`src/mem_pkg.sv`:
```
// Shared line geometry, opcode and write-size types for the main memory.
// Imported by the decoder, the banks, the read return and the request interface.
package mem_pkg;

   // Line geometry
   // A line is 32 byte lanes, addressed by the low column bits
   localparam int line_bytes = 32;
   localparam int line_bits  = line_bytes * 8;
   localparam int col_bits   = 5;

   // Request opcode
   typedef enum logic {
      mem_read  = 1'b0,
      mem_write = 1'b1
   } mem_op_e;

   // Write size
   // Values 1, 2 and 4 give the byte count of the span.
   // Zero writes the whole line, every other code is illegal.
   typedef enum logic [2:0] {
      size_line = 3'd0,
      size_byte = 3'd1,
      size_half = 3'd2,
      size_word = 3'd4
   } mem_size_e;

endpackage

```
`src/mem_req_if.sv`:
```
// Decoded request as seen by every bank and by the read return stage.
// Driven by the decoder one cycle after the request strobe.
`timescale 1ns/1ps

interface mem_req_if #(
   parameter int bank_bits = 3,
   parameter int row_bits  = 7
);
   import mem_pkg::*;

   logic                    valid;
   logic                    write;
   // One-hot bank select
   logic [2**bank_bits-1:0] bank_sel;
   logic [row_bits-1:0]     row;
   // One bit per byte lane, all zero on reads
   logic [line_bytes-1:0]   byte_mask;
   logic [line_bits-1:0]    wdata;

   modport decoder (output valid, write, bank_sel, row, byte_mask, wdata);
   modport bank    (input valid, write, bank_sel, row, byte_mask, wdata);
   // Read return only needs to know which bank answers and whether it is a read
   modport ret     (input valid, write, bank_sel);

endinterface

```
`src/mem_req_decode.sv`:
```
// Request stage: splits the address, builds the byte write mask and
// registers the decoded request onto the bank interface.
`timescale 1ns/1ps

module mem_req_decode #(
   parameter int bank_bits = 3,
   parameter int row_bits  = 7
) (
   input  logic                                          clk,
   input  logic                                          rst_n,
   input  logic                                          req,
   input  mem_pkg::mem_op_e                              op,
   input  logic [bank_bits+row_bits+mem_pkg::col_bits-1:0] addr,
   input  mem_pkg::mem_size_e                            size,
   input  logic [mem_pkg::line_bits-1:0]                 wdata,
   mem_req_if.decoder                                    bus
);
   import mem_pkg::*;

   logic [bank_bits-1:0]    bank;
   logic [row_bits-1:0]     row;
   logic [col_bits-1:0]     col;
   logic [2**bank_bits-1:0] sel;
   logic [line_bytes-1:0]   span;
   logic [line_bytes-1:0]   mask;

   // Address fields, bank on top and byte column at the bottom
   assign {bank, row, col} = addr;

   // One-hot bank select
   always_comb begin
      sel       = '0;
      sel[bank] = 1'b1;
   end

   // Span of ones starting at bit 0, one bit per byte written
   always_comb begin
      case (size)
         size_byte: span = line_bytes'(4'h1);
         size_half: span = line_bytes'(4'h3);
         size_word: span = line_bytes'(4'hf);
         default:   span = '1;
      endcase
   end

   // Shifting up to the column clips at byte 31, no wrap
   always_comb begin
      if (op == mem_read) begin
         mask = '0;
      end else if (size == size_line) begin
         mask = '1;
      end else begin
         mask = span << col;
      end
   end

   // Control
   always_ff @(posedge clk or negedge rst_n) begin
      if (!rst_n) begin
         bus.valid <= 1'b0;
         bus.write <= 1'b0;
      end else begin
         bus.valid <= req;
         bus.write <= req && (op == mem_write);
      end
   end

   // Payload, only captured with a request
   always_ff @(posedge clk) begin
      if (req) begin
         bus.bank_sel  <= sel;
         bus.row       <= row;
         bus.byte_mask <= mask;
         bus.wdata     <= wdata;
      end
   end

   a_size_legal: assert property (
      @(posedge clk) disable iff (!rst_n)
      req |-> (size inside {size_line, size_byte, size_half, size_word})
   ) else $error("illegal write size %0d", size);

   // Banks rely on exactly one of them answering
   a_sel_onehot: assert property (
      @(posedge clk) disable iff (!rst_n)
      bus.valid |-> $onehot(bus.bank_sel)
   ) else $error("bank select not one-hot: %b", bus.bank_sel);

endmodule

```
`src/flat_wrapper.sv`:
```
// flat-port wrapper written by rule: the top's interface ports become plain ports
module mem_req_decode_flat import mem_pkg::*;
#(
   parameter int bank_bits = 3,
   parameter int row_bits  = 7
)
  (clk, rst_n, req, op, addr, size, wdata, bus_valid, bus_write, bus_bank_sel, bus_row, bus_byte_mask, bus_wdata);
  mem_req_if #(.bank_bits(bank_bits), .row_bits(row_bits)) bus_i ();
  input  logic clk;
  input  logic rst_n;
  input  logic req;
  input  mem_pkg::mem_op_e op;
  input  logic [bank_bits+row_bits+mem_pkg::col_bits-1:0] addr;
  input  mem_pkg::mem_size_e size;
  input  logic [mem_pkg::line_bits-1:0] wdata;
  output wire logic [$bits(bus_i.valid)-1:0] bus_valid;
  output wire logic [$bits(bus_i.write)-1:0] bus_write;
  output wire logic [$bits(bus_i.bank_sel)-1:0] bus_bank_sel;
  output wire logic [$bits(bus_i.row)-1:0] bus_row;
  output wire logic [$bits(bus_i.byte_mask)-1:0] bus_byte_mask;
  output wire logic [$bits(bus_i.wdata)-1:0] bus_wdata;
  assign bus_valid = bus_i.valid;
  assign bus_write = bus_i.write;
  assign bus_bank_sel = bus_i.bank_sel;
  assign bus_row = bus_i.row;
  assign bus_byte_mask = bus_i.byte_mask;
  assign bus_wdata = bus_i.wdata;
  mem_req_decode #(.bank_bits(bank_bits), .row_bits(row_bits)) u_core (.clk(clk), .rst_n(rst_n), .req(req), .op(op), .addr(addr), .size(size), .wdata(wdata), .bus(bus_i));
endmodule
```
`config.mk`:
```
export PLATFORM = sky130hd
export DESIGN_NAME = mem_req_decode_flat
export DESIGN_NICKNAME = d
export VERILOG_FILES = /design/src/mem_pkg.sv /design/src/mem_req_if.sv /design/src/mem_req_decode.sv /design/src/flat_wrapper.sv
export SDC_FILE = /design/constraint.sdc
export NUM_CORES = 1
export LEC_CHECK = 0
export BUFFER_PORTS_ARGS = -buffer_cell sky130_fd_sc_hd__buf_4
export CORE_AREA = 10 10 218 220
export DETAILED_ROUTE_END_ITERATION = 8
export DIE_AREA = 0 0 228 230
export GPL_TIMING_DRIVEN = 0
export MAX_ROUTING_LAYER = met4
export SYNTH_ARGS = -nofsm -noshare
export SYNTH_HDL_FRONTEND = slang
export SYNTH_SLANG_ARGS = --single-unit
export TNS_END_PERCENT = 10
```
`constraint.sdc`:
```
create_clock -name clk -period 0.8 [get_ports clk]
set_input_delay 0.16 -clock clk [delete_from_list [all_inputs] [get_ports clk]]
set_output_delay 0.16 -clock clk [all_outputs]
set_load 0.05 [all_outputs]
```
# Word-level counts from Yosys, hierarchy flattened
# Index checks and enable logic that the tools add are counted.
# word_totals
reg_bits,305
latch_bits,0
ram_bits,0
mem_bits_ro,0
input_bits,278
output_inout_bits,305
word_cells,19
n_memories,0
# classes
addsub,0
multipliers,0
n_div,0
magnitude_cmp,2
n_eq_ne,3
n_shift,1
mux,4
bitwise_logic,0
reduce_logical,3
# ops
operator,n
32-bit one-hot mux with 3 select lines,1
32-bit two-way mux,1
32-bit by 5-bit left shift with 32-bit output,1
"3-bit by 4-bit < comparator with 1-bit output, second input constant",1
1-bit demux with 3-bit select,1
"3-bit by 1-bit == test with 1-bit output, second input constant",1
"3-bit by 2-bit == test with 1-bit output, second input constant",1
"3-bit == test, second input constant",1
"3-bit by 1-bit >= comparator with 1-bit output, second input constant",1
3-bit zero test,1
1-bit logical AND,2
1-bit two-way mux,1

# Longest topological paths before layout
# Gate-level depths: netlist of run 1.
# logic_depth
depth_word,4
depth_mapped,6

# Worst setup path before layout of run 1
# No wires, ideal clock.
# synth_path
path_type,input-to-reg
startpoint,input size[1]
endpoint,"register u_core.bus.byte_mask[31], data pin"
arrival_ps,1115
t_required_ps,544
setup_slack_ps,-571
stages,5
n_path_buf,1
path_cell_list,buf_4 -> nor4b_1 -> a211o_2 -> nor3_1 -> a31o_2
# synth_between
elab_chain_cells,4
# synth_lines
item,line_no,rtl
"start, declared",flat_wrapper.sv:14,input mem_pkg::mem_size_e size;
"3-bit == test, or another cell as far along",mem_req_decode.sv:38,case (size)
32-bit one-hot mux with 3 select lines,mem_req_decode.sv:38,
32-bit by 5-bit left shift with 32-bit output,mem_req_decode.sv:53,mask = span << col;
32-bit two-way mux (*),mem_req_decode.sv:50,end else if (size == size_line) begin
"end signal, assigned",mem_req_decode.sv:73,bus.byte_mask <= mask;
"end, declared",mem_req_if.sv:20,"modport decoder (output valid, write, bank_sel, row, byte_mask, wdata);"
# Mark *: on every way between the ends. The rest lies on a longest branch, timed or not.
# A chain may end at the register's enable or synchronous reset.

# Final worst setup path of run 1
# layout_path
startpoint,register u_core.bus.row[0]
endpoint,output bus_row[0]
# layout_rtl
item,line_no,rtl
"start, declared",mem_req_if.sv:20,
"end, declared",flat_wrapper.sv:19,output wire logic [$bits(bus_i.row)-1:0] bus_row;
# No word-level cell between the ends.

==> metrics, run 1 <==
die area 0.0524 mm2; Place WS -976 ps; placed cells 1620; largest net degree at the start of global routing 132; HP Start op; First-pass DRT Iterations 5; FF/Latch Area 0.00915 mm2; Post-Route WL 45100 um; TritonCTS Buffers 36; non-filler cells, final 1956; top sig layer met4; vias per cell 4.11; PortBufs 581; Initial Util 23.5%; RSZ-0062 raised after global routing true; largest fanout on the critical path 1; CTS root buffer clkbuf_16; Sink Count 305; Net Sw Frac 29.6%; Yosys top cell area share 90.4%; Syn Nets 730; Synth Flop Type edfxtp_1; WP data arrival 1220 ps; Pleak 8.25 nW; Yosys Warn Count 0; number of global-route vias before repair 8809; Final nets 1619; worst hold endpoint u_core.bus.byte_mask[11]; WL met2 25000 um; cell count after synthesis 452; CP cell instances buf_6; final hold violations 0; Final GP Congestion 0.906; DP Wirelength 32100 um; CP Data Required Time 640 ps; setup ws final -577 ps; Mean Syn Cell Area 22.3 um2; Clk pin slew, worst setup/hold paths 60 ps; Layout fillers 3494; Area growth, synth to finish 103%; overall global routing resource usage 16.9%; io pins 583; initial antenna violation count 10; core area 0.0429 mm2; failing checks setup timing; CP Class flop to primary output; crit-path max cell delay 490 ps; PwrDens 2240 mW/mm2; final antenna-violating net count 0; critical path capture point type primary output; Netlist cell types 49; share of layout cells above drive strength 1 49.7%; Comb pwr share 23.7%; Psw 13.5 mW; max-slew violation count 0; EDFF count, synth 303; via count 8031; die span in y 230 um; internal power 32.2 mW; worst min-delay path category input port to flop; Final Util 47.7%; dominant cells by area after synthesis edfxtp_1 90%, a21oi_1 1.1%, dfrtp_1 0.50%; top post-synthesis cells by count 303 x edfxtp_1, 23 x a21oi_1, 13 x nor2_1; Least-Margin Pin Slew 768 ps; CP top delay family flip-flops; Yosys top cell by area edfxtp_1; # Post-CTS Setup Buffers 0; met1 wire length 15900 um; first-pass GRT wire length 63800 um; mapped cell area 0.0101 mm2; post-synthesis async set-or-reset flop share 0.656%; top-count cell post-synth edfxtp_1; sequential power share 43.1%; Max Clk Rate 0.726 GHz; gr ovfl total 0; minimum clock period 1380 ps; DR DRC count 0; CTS tree built; Horiz. Die Dim 228 um; VDD IR max 1.40 mV; Wirelength per Cell 23.1 um; register bit total from synthesis 305; Buf/Inv on CP 1; Critical-path top delay cell edfxtp_1; outcome finished with violations; final setup violation count 535; Clock Path Buffers 3; area occupied by multi-input gates 0.00105 mm2; Worst setup SP type flop; routed wire length on met3 3770 um; Tcrit/Tclk final 172%; clock power share 33.2%; WHS Path Cells 3; register area share after synthesis 90.9%; Slew headroom 48.8%; max_cap viols 0; num rows 76; htree depth 2; Iter 0 DRT Violations 572
[cell families after synthesis]
group           synth area share (%)
xor+xnor                      0.0870
buf+inv                        0.882
mux                            0.149
flops                           90.9
simple gates                    3.68
fa+ha+maj                      0.112
compound gates                  4.19
[power by group through the flow]
stage / logic [mW] / registers (mW) / clock network (mW)
global route: 11.2 / 19.8 / 16.3
CTS: 10.8 / 19.7 / 15.7
finish: 10.9 / 19.7 / 15.2
detailed placement: 8.79 / 19.7 / 0
floorplan: 0.433 / 24.2 / 0
global placement: 8.72 / 19.8 / 0
[layer usage]
| layer | vias up | track usage [%] |
|---|---|---|
| met5 | - | - |
| met4 | 0 | 2.87 |
| met3 | 42 | 6.30 |
| met2 | 405 | 31.0 |
| met1 | 3966 | 17.1 |
| li1 | 3618 | - |
[stage by stage]
step / cell area [um2] / hold WS (ps) / power, mW / setup TNS, ps
2_1_floorplan: 10100 / -136 / 24.6 / -13470
3_3_place_gp: 15200 / -57.8 / 28.5 / -830270
3_5_place_dp: 15200 / -57.5 / 28.5 / -239050
4_1_cts: 20300 / 29.4 / 46.2 / -167830
5_1_grt: 20400 / 57.8 / 47.4 / -187770
6_report: 20400 / 66.3 / 45.7 / -161180
[worst max path at each step]
stage	from	slack (ps)	end	cells after the start
after floorplan	size[0]	-530	u_core.bus.byte_mask[16]	5
after global placement	req	-2690	u_core.bus.byte_mask[31]	1
after detailed placement	addr[2]	-980	u_core.bus.byte_mask[28]	6
after CTS	u_core.bus.row[0]	-610	bus_row[0]	1
after global routing	u_core.bus.row[0]	-610	bus_row[0]	1
final	u_core.bus.row[0]	-580	bus_row[0]	1
[layout by cell type (no fill, tap or decap), types with 3 or more instances in the layout]
cell and n:
nor4b_4 4, nor2_2 4, buf_6 308, a21oi_2 4, clkinv_1 6, nand2b_1 4, and3b_1 3, a21oi_4 3
nand2_1 10, buf_8 4, a211oi_1 3, a21oi_1 16, edfxtp_1 303, clkbuf_16 38, a21o_1 3, nor2_1 8
dlygate4sd3_1 268, nor3_1 4, o21ai_2 3, nor3b_1 3, clkbuf_1 11, buf_16 3, o21a_1 6, nand4_1 4
nand3_1 3, buf_4 274, a22o_1 3, diode_2 8
[area by class of cell]
cell class	count	share of cell area, %
Buffer	11	0.514
Clock buffer	49	4.95
Sequential cell	305	44.8
Timing Repair Buffer	851	40.5
Multi-Input combinational cell	132	5.16
Inverter	4	0.0735
Tap cell	585	3.58
Clock inverter	11	0.337
Antenna cell	8	0.0979
[state kept, by name, summed over array words and instances (netlist names)]
| register | cells |
|---|---|
| u_core.bus.bank_sel | 8 |
| u_core.bus.wdata | 256 |
| u_core.bus.byte_mask | 32 |
| u_core.bus.valid | 1 |
| u_core.bus.row | 7 |
| u_core.bus.write | 1 |
[timing repair]
item	4_1_cts	5_1_grt
endpoints found under the hold margin	273	0
hold buffers	268	0
pin swaps	5	4
gates resized for setup	345	21
cloned	0	0
endpoints found under the setup margin	565	565
No activity file was read; power rests on OpenSTA's default activity.
==> run 2: changes to the inputs <==
CORE_AREA = 2 2 230 232   (was 10 10 218 220)
DIE_AREA = 0 0 232 234   (was 0 0 228 230)
SETUP_SLACK_MARGIN = 0.15   (was default)
==> run 2 against run 1 <==
Compared with the run above: the flow finishes with violations (hold timing, setup timing); count of clock-buffer cells in the layout fell by 6; total power increased by 4.5%; core utilization fell by 7.8 points; sequential power hardly changed; largest power group unchanged; highest routed layer unchanged.
==> metrics, run 2 (synthesized netlist as in run 1, its figures left out) <==
outcome finished with violations; failing checks hold timing, setup timing; CP Class flop to primary output; Top Registers u_core.bus.wdata: 256 flops, u_core.bus.byte_mask: 32 flops, u_core.bus.bank_sel: 8 flops; num rows 84; gr ovfl total 0; Sink Count 305; Slew headroom 52.6%; Iter 0 DRT Violations 295; CTS tree built; CP cell instances buf_6; share of layout cells above drive strength 1 50.5%; PortBufs 581; largest net degree at the start of global routing 129; minimum clock period 1380 ps; final hold violations 3; max-slew violation count 0; Final GP Congestion 0.884; CP Depth 1; max reg flops 256; setup ws final -583 ps; TNS Setup -151010 ps; VDD IR max 1.76 mV; worst setup path endpoint bus_row[0]; Max Clk Rate 0.723 GHz; Pleak 8.36 nW; Tcrit/Tclk final 173%; area occupied by multi-input gates 0.00106 mm2; vias per cell 3.87; FF/Latch Area 0.00915 mm2; Final Util 39.9%; Worst setup SP type flop; max_cap viols 0; Wirelength per Cell 18.9 um; WP data arrival 1220 ps; crit-path max cell delay 470 ps; First-pass DRT Iterations 4; Layout fillers 4637; Initial Util 19.3%; final antenna-violating net count 0; overall global routing resource usage 13.7%; CP Data Required Time 640 ps; TritonCTS Buffers 37; CP top delay family flip-flops; Critical-path top delay cell edfxtp_1; core area 0.0520 mm2; die span in y 234 um; Horiz. Die Dim 232 um; Biggest register u_core.bus.wdata; io pins 583; Hold-fix buffers, CTS 267; Area growth, synth to finish 106%; Clk pin slew, worst setup/hold paths 60 ps; Post-Route WL 38900 um; htree depth 2; RSZ-0062 raised after global routing true; DR DRC count 0; Least-Margin Pin Slew 711 ps; via count 7973; worst min-delay path category input port to flop; most frequent cells in the layout 308 x buf_6, 303 x edfxtp_1, 272 x buf_4, 265 x dlygate4sd3_1, 37 x clkbuf_16; Final nets 1619; largest fanout on the critical path 1; critical path capture point type primary output; die area 0.0543 mm2; PwrDens 2300 mW/mm2; final setup violation count 508; initial antenna violation count 5; DP Wirelength 27100 um; # Post-CTS Setup Buffers 0; Buf/Inv on CP 1; number of global-route vias before repair 8437; leading cell type in the layout, fill and taps excluded buf_6; crit path launch u_core.bus.row[0]; Clock Path Buffers 3; first-pass GRT wire length 53000 um; CTS root buffer clkbuf_16; Fin Hold WS -29.4 ps
## run 2: cell types whose count changed in the layout (fill, tap and decap cells not counted), sizes merged
cell,before,now
inv,3,5
diode,8,3
clkinv,10,13
dlygate4sd3,268,265
clkbuf,53,47
bufinv,0,6
dlymetal6s4s,0,2
## run 2: layer usage
metal,GRT usage (%),up-vias,part of all wire (%)
met3,4.89,77,9.4
li1,-,3617,-
met4,4.57,0,3.2
met2,23.7,386,52
met1,14.6,3893,36
met5,-,-,0
## run 2: layout make-up
class	count	share of cell area (%)
tap	688	4.15
antenna	3	0.0362
multi-input combinational	132	5.11
clock inverter	22	1.41
clock buffer	43	4.57
sequential	305	44.1
buffer	11	0.603
timing repair buffer	850	40.0
inverter	4	0.0904
## run 2: timing repair
action | 4_1_cts | 5_1_grt
setup endpoints to repair | 592 | 600
pin swaps | 9 | 8
gates resized for setup | 343 | 19
hold endpoints to repair | 323 | 31
## run 2: report_power, final
part / internal [mW] / switching [mW]
registers: 19.1 / 0.655
clock network: 10.5 / 6.88
logic: 4.31 / 6.39
## run 2: worst min-delay path by stage
stage          startpoint  slack, ps                      to  cells after the start
3_3_place_gp        rst_n        -60        u_core.bus.valid                      1
6_report         addr[13]        -30  u_core.bus.bank_sel[0]                      2
3_5_place_dp        rst_n        -60        u_core.bus.write                      1
5_1_grt          addr[13]        -60  u_core.bus.bank_sel[0]                      2
2_1_floorplan       rst_n       -140        u_core.bus.valid                      0
4_1_cts          addr[13]        -80  u_core.bus.bank_sel[0]                      2
## run 2: metrics by stage
stage                     power, mW  area [um2]  hold WS, ps  worst slack (ps)  std cells
after global placement         28.4       15400        -57.2             -2700       1721
after detailed placement       28.5       15400        -55.6              -907       1723
after floorplan                24.6       10100         -136              -534        452
after global routing           49.4       20800        -61.3              -618       2058
final                          47.8       20800        -29.4              -583       2058
after CTS                      48.4       20700        -77.7              -607       2055
==> run 3: changes to the inputs <==
CTS_BUF_LIST = sky130_fd_sc_hd__clkbuf_2 sky130_fd_sc_hd__clkbuf_4 sky130_fd_sc_hd__clkbuf_8   (was default)
==> run 3 against run 2 <==
Compared with the run above: the run still ends with hold timing, setup timing left; critical path depth unchanged; first-iteration DRC count is 14% higher; final cell count up 2.0%; non-clock buffer count increased by 1; worst hold slack lost 33 ps; largest cell class unchanged; highest routed layer unchanged.
==> metrics, run 3 (synthesized netlist as in run 1, its figures left out) <==
design area 0.0207 mm2; Final nets 1639; RSZ-0062 raised after global routing true; max reg flops 256; max_cap viols 0; Tcrit/Tclk final 181%; num rows 84; # Post-CTS Setup Buffers 0; htree depth 2; DR DRC count 0; outcome finished with violations; final setup violation count 417; VDD IR max 1.85 mV; Design Power 45.9 mW; CP top delay family flip-flops; placed cells 1723; final hold violations 53; clock power share 33.8%; Final GP Congestion 0.884; Pleak 8.36 nW; worst min-delay path category input port to flop; Sink Count 305; Initial Util 19.3%; WP data arrival 1280 ps; critical path capture point type primary output; die span in y 234 um; TNS Setup -165960 ps; PortBufs 581; Biggest register u_core.bus.wdata; Fin Hold WS -62.0 ps; CP Data Required Time 640 ps; Worst setup SP type flop; final antenna-violating net count 0; Max Clk Rate 0.692 GHz; sequential power share 43.0%; gr ovfl total 0; Clk pin slew, worst setup/hold paths 60 ps; leading cell type in the layout, fill and taps excluded buf_6; crit-path max cell delay 470 ps; largest fanout on the critical path 1; CP Class flop to primary output; Critical-path top delay cell edfxtp_1; Psw 13.9 mW; overall global routing resource usage 13.8%; minimum clock period 1440 ps; First-pass DRT Iterations 5; CP cell instances buf_6; Net Sw Frac 30.2%; Top Registers u_core.bus.wdata: 256 flops, u_core.bus.byte_mask: 32 flops, u_core.bus.bank_sel: 8 flops; Iter 0 DRT Violations 335; max-slew violation count 0; failing checks hold timing, setup timing; Horiz. Die Dim 232 um; io pins 583; Buf/Inv on CP 1; Comb pwr share 23.3%; internal power 32.0 mW; PwrDens 2220 mW/mm2; CTS tree built; Place WS -907 ps; number of global-route vias before repair 8592; DP Wirelength 27100 um; largest net degree at the start of global routing 129; Placed Area 0.0154 mm2; initial antenna violation count 5; setup ws final -645 ps; Slew headroom 49.1%; Final Util 39.7%; die area 0.0543 mm2; first-pass GRT wire length 53300 um; Least-Margin Pin Slew 763 ps; most frequent cells in the layout 309 x buf_6, 303 x edfxtp_1, 271 x buf_4, 267 x dlygate4sd3_1, 58 x clkbuf_8; Hold-fix buffers, CTS 268; CTS root buffer clkbuf_8; core area 0.0520 mm2; via count 8077; share of layout cells above drive strength 1 51.6%; non-filler cells, final 2099; Clock Path Buffers 3; Wirelength per Cell 18.7 um; Post-Route WL 39300 um; Area growth, synth to finish 105%; TritonCTS Buffers 56; vias per cell 3.85
==> run 3: cell count changes in the layout (fill, tap and decap cells not counted), sizes merged <==
cell	before	now
buf	590	591
bufinv	6	3
clkbuf	47	81
clkinv	13	20
clkinvlp	2	3
dlygate4sd3	265	267
dlymetal6s4s	2	1
==> run 3: area by class of cell <==
type	count	area, um2
fillers	4674	31400
clock buffers	78	948
multi-input cells	132	1040
diodes	3	7.51
plain buffers	11	115
inverters	4	15.0
flip-flops and latches	305	9150
clock inverters	27	215
repair buffers	851	8300
well taps	688	861
==> run 3: power groups by stage <==
| stage | logic (mW) | clock network, mW | registers (mW) |
|---|---|---|---|
| 3_5_place_dp | 8.69 | 0 | 19.8 |
| 3_3_place_gp | 8.61 | 0 | 19.8 |
| 2_1_floorplan | 0.460 | 0 | 24.2 |
| 4_1_cts | 10.7 | 16.1 | 19.7 |
| 6_report | 10.7 | 15.5 | 19.7 |
| 5_1_grt | 11.1 | 16.7 | 19.8 |
==> run 3: worst paths after layout <==
check / startpoint / endpoint / slack (ps) / cells after the start
worst max-delay path: u_core.bus.wdata[14] / bus_wdata[14] / -640 / 1
worst min-delay path: req / u_core.bus.wdata[123] / -60 / 1
max in group asynchronous: rst_n / u_core.bus.valid / 260 / 3
min in group asynchronous: rst_n / u_core.bus.write / 420 / 3
==> run 3: repair_timing <==
action | CTS | global route
gates resized for setup | 334 | 22
pin swaps | 10 | 4
endpoints found under the setup margin | 589 | 593
hold endpoints to repair | 332 | 58
==> run 3: metal layers <==
metal / global-route usage [%] / up-vias / part of all wire, %
met2: 23.9 / 390 / 52
met3: 4.94 / 66 / 8.6
met4: 4.49 / 0 / 2.6
met1: 14.6 / 3948 / 36
li1: - / 3673 / -
met5: - / - / 0
